**src/rtl/periph_pkg.sv**
```systemverilog
// Peripheral hub shared definitions
// Bus widths, slot numbers, register offsets and the address views

package periph_pkg;

    localparam int ADDR_W = 11;
    localparam int DATA_W = 32;
    localparam int PIN_W  = 8;
    localparam int FSEL_W = 6;

    // Slot numbers in user and simple space
    localparam logic [3:0] SLOT_GPIO = 4'd1;
    localparam logic [3:0] SLOT_EDGE = 4'd1;

    // GPIO register offsets, function selects are 4 bytes apart
    localparam logic [5:0] GPIO_OFS_OUT   = 6'h00;
    localparam logic [5:0] GPIO_OFS_IN    = 6'h04;
    localparam logic [5:0] GPIO_FSEL_BASE = 6'h20;

    // Edge counter byte registers
    localparam logic [3:0] EDGE_OFS_SEL   = 4'h0;
    localparam logic [3:0] EDGE_OFS_COUNT = 4'h1;

    // Strobe code for no access
    localparam logic [1:0] RW_IDLE = 2'b11;

    // Region tag of simple-slot space
    localparam logic [1:0] REGION_SIMPLE = 2'b10;

    typedef union packed {
        struct packed {
            logic       bank;
            logic [3:0] slot;
            logic [5:0] reg_ofs;
        } user;
        struct packed {
            logic [1:0] region;
            logic       spare;
            logic [3:0] slot;
            logic [3:0] reg_ofs;
        } simple;
    } periph_addr_t;

endpackage

```
**src/rtl/edge_counter.sv**
```systemverilog
// Rising-edge counter in simple slot 1
// Counts 0-to-1 changes on one selectable input pin

module edge_counter
    import periph_pkg::*;
#(
    parameter int COUNT_W = 8
) (
    input  logic             clk,
    input  logic             rst_n,
    input  logic             i_sel,
    input  logic [3:0]       i_reg,
    input  logic [7:0]       i_data,
    input  logic [1:0]       i_data_write_n,
    input  logic [PIN_W-1:0] i_ui_in,
    output logic [7:0]       o_rdata,
    output logic [PIN_W-1:0] o_pins
);

    logic [2:0]         pin_sel;
    logic               prev_level;
    logic               cur_level;
    logic               wr_en;
    logic [COUNT_W-1:0] count;

    assign cur_level = i_ui_in[pin_sel];
    assign wr_en     = i_sel && i_data_write_n != RW_IDLE;

    always_ff @(posedge clk) begin
        if (!rst_n) begin
            pin_sel    <= '0;
            prev_level <= 1'b0;
            count      <= '0;
        end else begin
            prev_level <= cur_level;
            if (wr_en && i_reg == EDGE_OFS_SEL) begin
                pin_sel    <= i_data[2:0];
                // Resample so switching pins is not taken as an edge
                prev_level <= i_ui_in[i_data[2:0]];
            end

            if (wr_en && i_reg == EDGE_OFS_COUNT) begin
                count <= '0;
            end else if (cur_level && !prev_level) begin
                count <= count + 1'b1;  // wraps at the top
            end
        end
    end

    always_comb begin
        case (i_reg)
            EDGE_OFS_SEL:   o_rdata = {5'b0, pin_sel};
            EDGE_OFS_COUNT: o_rdata = 8'(count);
            default:        o_rdata = 8'h00;
        endcase
    end

    // The count is also shown on the pins
    assign o_pins = PIN_W'(count);

endmodule

```
**src/rtl/gpio_regs.sv**
```systemverilog
// GPIO block in user slot 1
// Output register, input readback and the per-pin output function selects

module gpio_regs
    import periph_pkg::*;
(
    input  logic                          clk,
    input  logic                          rst_n,
    input  logic                          i_sel,
    input  logic [ADDR_W-1:0]             i_addr,
    input  logic [DATA_W-1:0]             i_data,
    input  logic [1:0]                    i_data_write_n,
    input  logic [PIN_W-1:0]              i_ui_in,
    output logic [DATA_W-1:0]             o_rdata,
    output logic [PIN_W-1:0]              o_gpio_out,
    output logic [PIN_W-1:0][FSEL_W-1:0]  o_fsel
);

    periph_addr_t                 addr;
    logic [5:0]                   ofs;
    logic                         wr_en;
    logic                         fsel_hit;
    logic [2:0]                   fsel_idx;
    logic [PIN_W-1:0]             gpio_out;
    logic [PIN_W-1:0][FSEL_W-1:0] fsel;

    assign addr  = i_addr;
    assign ofs   = addr.user.reg_ofs;
    assign wr_en = i_sel && i_data_write_n != RW_IDLE;

    // Function selects sit at 0x20..0x3c, word aligned
    assign fsel_hit = (ofs & 6'h23) == GPIO_FSEL_BASE;
    assign fsel_idx = ofs[4:2];

    always_ff @(posedge clk) begin
        if (!rst_n) begin
            gpio_out <= '0;
        end else if (wr_en && ofs == GPIO_OFS_OUT) begin
            gpio_out <= i_data[PIN_W-1:0];
        end
    end

    // All pins start out driven by GPIO
    always_ff @(posedge clk) begin
        if (!rst_n) begin
            fsel <= {PIN_W{{2'b00, SLOT_GPIO}}};
        end else if (wr_en && fsel_hit) begin
            fsel[fsel_idx] <= i_data[FSEL_W-1:0];
        end
    end

    always_comb begin
        o_rdata = '0;
        if (ofs == GPIO_OFS_OUT) begin
            o_rdata[PIN_W-1:0] = gpio_out;
        end else if (ofs == GPIO_OFS_IN) begin
            o_rdata[PIN_W-1:0] = i_ui_in;
        end else if (fsel_hit) begin
            o_rdata[FSEL_W-1:0] = fsel[fsel_idx];
        end
    end

    assign o_gpio_out = gpio_out;
    assign o_fsel     = fsel;

endmodule

```
**src/rtl/periph_decode.sv**
```systemverilog
// Peripheral address decoder
// Selects the addressed slot and muxes its read data and ready

module periph_decode
    import periph_pkg::*;
(
    input  logic [ADDR_W-1:0] i_addr,
    input  logic [DATA_W-1:0] i_gpio_data,
    input  logic [7:0]        i_edge_data,
    output logic              o_sel_gpio,
    output logic              o_sel_edge,
    output logic [DATA_W-1:0] o_peri_data,
    output logic              o_peri_ready
);

    periph_addr_t addr;
    logic         simple_space;

    assign addr = i_addr;

    // Region tag 10 marks the 16-byte simple slots, anything else is user space
    assign simple_space = addr.simple.region == REGION_SIMPLE;

    assign o_sel_edge = simple_space && addr.simple.slot == SLOT_EDGE;
    assign o_sel_gpio = !simple_space && !addr.user.bank && addr.user.slot == SLOT_GPIO;

    // Unpopulated slots read as zero
    always_comb begin
        o_peri_data = '0;
        if (o_sel_gpio) begin
            o_peri_data = i_gpio_data;
        end else if (o_sel_edge) begin
            o_peri_data = {{(DATA_W-8){1'b0}}, i_edge_data};
        end
    end

    // Every slot, populated or not, answers in the cycle it is addressed
    assign o_peri_ready = 1'b1;

endmodule

```
**src/rtl/periph_read_reg.sv**
```systemverilog
// Read data register toward the core
// Captures peripheral read data and holds it until the core completes the read

module periph_read_reg
    import periph_pkg::*;
(
    input  logic              clk,
    input  logic              rst_n,
    input  logic [1:0]        i_data_read_n,
    input  logic [1:0]        i_data_write_n,
    input  logic              i_data_read_complete,
    input  logic [DATA_W-1:0] i_peri_data,
    input  logic              i_peri_ready,
    output logic [DATA_W-1:0] o_data_out,
    output logic              o_data_ready,
    output logic [1:0]        o_read_n_masked
);

    logic              hold;
    logic              ready_r;
    logic [DATA_W-1:0] data_r;
    logic              read_req;
    logic              capture;

    // No new read reaches the peripherals while a result is being returned
    assign o_read_n_masked = i_data_read_n | {2{ready_r}};
    assign read_req        = o_read_n_masked != RW_IDLE;
    assign capture         = !hold && read_req && i_peri_ready;

    always_ff @(posedge clk) begin
        if (!rst_n) begin
            hold    <= 1'b0;
            ready_r <= 1'b0;
        end else begin
            if (i_data_read_complete) begin
                hold <= 1'b0;
            end
            if (capture) begin
                hold <= 1'b1;
            end
            ready_r <= read_req && i_peri_ready;
        end
    end

    always_ff @(posedge clk) begin
        if (capture) begin
            data_r <= i_peri_data;
        end
    end

    assign o_data_out   = data_r;
    assign o_data_ready = ready_r || i_data_write_n != RW_IDLE;

    assert property (@(posedge clk) disable iff (!rst_n)
        $rose(ready_r) |-> $past(i_data_read_n != RW_IDLE))
        else $error("periph_read_reg: data ready without a read strobe");

endmodule

```
**src/rtl/periph_top.sv**
```systemverilog
// Peripheral hub top level
// Connects decode, read register, GPIO, edge counter and pin multiplexer

module periph_top
    import periph_pkg::*;
#(
    parameter int COUNT_W = 8
) (
    input  logic              clk,
    input  logic              rst_n,
    input  logic [PIN_W-1:0]  i_ui_in,
    input  logic [ADDR_W-1:0] i_addr,
    input  logic [DATA_W-1:0] i_data,
    input  logic [1:0]        i_data_write_n,
    input  logic [1:0]        i_data_read_n,
    input  logic              i_data_read_complete,
    output logic [DATA_W-1:0] o_data_out,
    output logic              o_data_ready,
    output logic [PIN_W-1:0]  o_uo_out
);

    logic                         sel_gpio;
    logic                         sel_edge;
    logic [DATA_W-1:0]            peri_data;
    logic                         peri_ready;
    logic [DATA_W-1:0]            gpio_rdata;
    logic [7:0]                   edge_rdata;
    logic [PIN_W-1:0]             gpio_pins;
    logic [PIN_W-1:0]             edge_pins;
    logic [PIN_W-1:0][FSEL_W-1:0] fsel;

    periph_decode u_decode (
        .i_addr       (i_addr),
        .i_gpio_data  (gpio_rdata),
        .i_edge_data  (edge_rdata),
        .o_sel_gpio   (sel_gpio),
        .o_sel_edge   (sel_edge),
        .o_peri_data  (peri_data),
        .o_peri_ready (peri_ready)
    );

    // Masked read strobe is for peripherals with read side effects, none here
    periph_read_reg u_read_reg (
        .clk                  (clk),
        .rst_n                (rst_n),
        .i_data_read_n        (i_data_read_n),
        .i_data_write_n       (i_data_write_n),
        .i_data_read_complete (i_data_read_complete),
        .i_peri_data          (peri_data),
        .i_peri_ready         (peri_ready),
        .o_data_out           (o_data_out),
        .o_data_ready         (o_data_ready),
        .o_read_n_masked      ()
    );

    gpio_regs u_gpio (
        .clk            (clk),
        .rst_n          (rst_n),
        .i_sel          (sel_gpio),
        .i_addr         (i_addr),
        .i_data         (i_data),
        .i_data_write_n (i_data_write_n),
        .i_ui_in        (i_ui_in),
        .o_rdata        (gpio_rdata),
        .o_gpio_out     (gpio_pins),
        .o_fsel         (fsel)
    );

    edge_counter #(
        .COUNT_W (COUNT_W)
    ) u_edge (
        .clk            (clk),
        .rst_n          (rst_n),
        .i_sel          (sel_edge),
        .i_reg          (i_addr[3:0]),
        .i_data         (i_data[7:0]),
        .i_data_write_n (i_data_write_n),
        .i_ui_in        (i_ui_in),
        .o_rdata        (edge_rdata),
        .o_pins         (edge_pins)
    );

    pin_mux u_pin_mux (
        .i_fsel      (fsel),
        .i_gpio_pins (gpio_pins),
        .i_edge_pins (edge_pins),
        .o_uo_out    (o_uo_out)
    );

endmodule

```
**src/rtl/pin_mux.sv**
```systemverilog
// Output pin multiplexer
// Each pin takes its bit from whichever peripheral its function select names

module pin_mux
    import periph_pkg::*;
(
    input  logic [PIN_W-1:0][FSEL_W-1:0] i_fsel,
    input  logic [PIN_W-1:0]             i_gpio_pins,
    input  logic [PIN_W-1:0]             i_edge_pins,
    output logic [PIN_W-1:0]             o_uo_out
);

    for (genvar i = 0; i < PIN_W; i++) begin : g_pin
        logic [FSEL_W-1:0] sel;
        logic              pin_val;

        assign sel = i_fsel[i];

        // Bit 4 picks simple space, bits 5 and 3:0 give the user slot
        always_comb begin
            pin_val = 1'b0;
            if (sel[4]) begin
                if (sel[3:0] == SLOT_EDGE) begin
                    pin_val = i_edge_pins[i];
                end
            end else if ({sel[5], sel[3:0]} == {1'b0, SLOT_GPIO}) begin
                pin_val = i_gpio_pins[i];
            end
        end

        assign o_uo_out[i] = pin_val;
    end

endmodule

```
**config.mk**
```make
export PLATFORM = sky130hd
export DESIGN_NAME = periph_top
export DESIGN_NICKNAME = d
export VERILOG_FILES = /design/src/rtl/periph_pkg.sv /design/src/rtl/edge_counter.sv /design/src/rtl/gpio_regs.sv /design/src/rtl/periph_decode.sv /design/src/rtl/periph_read_reg.sv /design/src/rtl/periph_top.sv /design/src/rtl/pin_mux.sv
export SDC_FILE = /design/constraint.sdc
export NUM_CORES = 1
export LEC_CHECK = 0
export BUFFER_PORTS_ARGS = -buffer_cell sky130_fd_sc_hd__buf_2
export CAP_MARGIN = 20
export CELL_PAD_IN_SITES_DETAIL_PLACEMENT = 1
export CELL_PAD_IN_SITES_GLOBAL_PLACEMENT = 2
export CORE_MARGIN = 2
export CORE_UTILIZATION = 29
export CTS_CLUSTER_SIZE = 30
export DETAILED_ROUTE_END_ITERATION = 8
export HOLD_SLACK_MARGIN = 0.03
export PLACE_DENSITY_LB_ADDON = 0.1
export SLEW_MARGIN = 20
export SYNTH_ARGS = -nofsm -noshare
export SYNTH_HDL_FRONTEND = slang
export SYNTH_SLANG_ARGS = --single-unit
```
**constraint.sdc**
```tcl
create_clock -name clk -period 1.9 [get_ports clk]
set_input_delay 0.19 -clock clk [delete_from_list [all_inputs] [get_ports clk]]
set_output_delay 0.19 -clock clk [all_outputs]
set_load 0.03 [all_outputs]
```
==> results.md <==
* Placed standard-cell area at 0.00477 mm2
* Slew @ Worst Pin at 0.495 ns
* Post-Syn Area at 0.00436 mm2
* CP arrival at 1.56 ns
* Iteration-0 DRC Markers at 228
* RSZ-0062 raised after global routing: no
* Asr flop ratio synth at 0
* Period Utilization, post-route at 0.919
* Clk buf depth at 2
* Comb pwr share at 0.103
* Critical path endpoint category: output port
* Ys flop type: dfxtp_1
* Fillers at 1,675
* Pwr dens at 791 mW/mm2
* Final setup fails at 0
* Max Clk Rate at 573 MHz
* DIE HEIGHT at 127 um
* Number of max-cap violations at 0
* Row Count at 44
* Sw frac at 0.255
* DRT antenna net count at 0
* Core area at 0.0146 mm2
* Area Growth Syn to Fin at 17.2%
* First-pass GRT wire length at 24,300 um
* Ant. Diodes at 0
* Slew headroom at 0.668
* IR drop worst, VDD at 0.437 mV
* Port-buffer cells at 50
* Largest net degree at the start of global routing at 30
* Static Leak at 2.06 nW
* Fin. Hold Viols at 0
* Yosys Warn Count at 0
* Nets at 592
* Die width at 127 um
* Ports at 99
* Post-synthesis sequential area ratio at 0.376
* Clock skew at 0.00693 ns
* H-tree Lvls at 3
* Cell variety after synth at 51
* Final GP Congestion at 0.808
* Initial antenna violation count at 0
* Status: finished, final reports clean
* Cell area after layout at 0.00511 mm2
* Mapped Cells at 485
* Internal at 0.00301 W
* Sequential group share of total power at 0.421
* Final wirelength at 15,700 um
* Root cell of the clock tree: clkbuf_16
* Mean routed wirelength per cell at 21.8 um
* Layout cells sized above 1 at 0.220
* Vias in the first global route at 4,055
* CTS sink cnt at 78
* Synth area leader: dfxtp_1
* GRT Total Usage at 0.201
* Clk slew on worst S/H paths at 0.06 ns
* DRC at 0
* Initial core utilization at 0.299
* Number of synthesized flops with an enable pin at 8
* Min cycle time layout at 1.75 ns
* Total congestion overflow at 0
* Number of synthesized register bits at 78
* Vias per cell at 5.45
* Detailed placer's ending HPWL at 11,700 um
* Synth area leaders: dfxtp_1 32%, mux2i_1 9.9%, buf_4 6.0%, nand3_1 5.7%, edfxtp_1 5.5%
* Cts bufs inserted at 9
* Worst EP required at 1.71 ns
* Setup TNS at 0 ns
* WS Path Type: flop to output port
* Share of the synthesized area in the top cell type at 0.321
* Max-slew violations at 0
* Total number of vias at 3,929
* CTS tree: built
* Clock network power share at 0.476
* Sw Pwr at 0.00103 W
* Worst Hold Class: input pin to flop
* Post CTS Setup Buffer Count at 0
* Clock latency on the worst-skew pair at 0.35 ns
* Startpoint types: flop
* Router iterations before antenna repair at 4
* Top-count cell post-synth: dfxtp_1
* Most frequent cells after synthesis: 70 x dfxtp_1, 50 x nand3_1, 43 x mux2i_1
* Crit Path Max Fanout at 3
* Die area at 0.0160 mm2
* Syn avg cell area at 8.99 um2
-- power by group through the flow --
stage          clock (W)  sequential, W  combinational, W
2_1_floorplan          0        0.00176          0.000264
3_3_place_gp           0        0.00174          0.000411
3_5_place_dp           0        0.00174          0.000416
4_1_cts          0.00196        0.00170          0.000418
5_1_grt          0.00202        0.00170          0.000449
6_report         0.00192        0.00170          0.000418
-- cell type report --
cell class,count,area [um2],share of cell area
Inverter,7,26.3,0.00514
Sequential cell,78,1640,0.321
Clock inverter,2,35.0,0.00685
Clock buffer,13,293,0.0573
Timing Repair Buffer,77,478,0.0935
Multi-Input combinational cell,360,2410,0.471
Tap cell,184,230,0.0450
-- critical path: stages (launching register included) --
cell	delay, ns
dfxtp_1	0.43
nor3b_1	0.21
a21oi_1	0.09
nor4_1	0.22
buf_2	0.25
-- flip-flops by register name, indices dropped and copies added, names as in the netlist --
signal / flops
u_gpio.o_fsel: 48
u_read_reg.hold: 1
u_read_reg.o_data_out: 8
u_edge.o_pins: 8
u_gpio.o_gpio_out: 8
u_read_reg.ready_r: 1
u_edge.pin_sel: 3
u_edge.prev_level: 1
-- placed cells by master (no fill, tap or decap), types with 14 or more instances in the layout --
| cell | instances |
|---|---|
| dfxtp_1 | 70 |
| nand3_1 | 50 |
| buf_2 | 50 |
| mux2i_1 | 43 |
| a21oi_1 | 40 |
| nand2_1 | 33 |
| buf_4 | 25 |
| conb_1 | 24 |
| o21ai_0 | 22 |
| o21ai_1 | 21 |
| nor2_1 | 16 |
| a22oi_1 | 14 |
-- timing repair --
item	4_1_cts	5_1_grt
hold buffers	0	0
resized for setup	0	2
setup endpoints to repair	0	2
-- stage by stage --
| stage | worst slack (ns) | hold WS (ns) | cells | utilization | power (W) |
|---|---|---|---|---|---|
| floorplan | 0.158 | 0.285 | 508 | - | 0.00203 |
| global placement | 0.0275 | 0.391 | 706 | 0.327 | 0.00215 |
| detailed placement | -0.0494 | 0.401 | 706 | 0.327 | 0.00215 |
| CTS | 0.0729 | 0.0316 | 721 | 0.349 | 0.00407 |
| global route | 0.0220 | 0.0484 | 721 | 0.350 | 0.00417 |
| finish | 0.154 | 0.0377 | 721 | 0.350 | 0.00404 |
-- per-layer routing --
layer | track usage | wire length (um)
met5 | 0 | 0
met4 | 0.0808 | 406
met3 | 0.0278 | 492
met2 | 0.324 | 7360
met1 | 0.273 | 7470
-- kinds of logic after synthesis --
kind of cell | share of synthesized area
simple gates | 0.207
buf+inv | 0.0944
compound gates | 0.160
fa+ha+maj | 0.00287
flops | 0.376
mux | 0.158
other cells | 0.000860
-- path summary, 6_finish.rpt --
path | end | depth (start not counted) | slack [ns] | from
hold / removal | u_read_reg.ready_r$_SDFF_PN0_ | 2 | 0.04 | i_data_read_n[0]
setup reg to reg | u_edge.o_pins[5]$_SDFFE_PP0P_ | 5 | 0.20 | u_edge.pin_sel[0]$_SDFFE_PN0P_
setup / recovery | o_uo_out[1] | 4 | 0.15 | u_gpio.o_gpio_out[1]$_SDFFE_PN0P_
hold reg to reg | u_read_reg.ready_r$_SDFF_PN0_ | 1 | 0.46 | u_read_reg.ready_r$_SDFF_PN0_
Note: power is estimated with default switching activity, not from simulation.
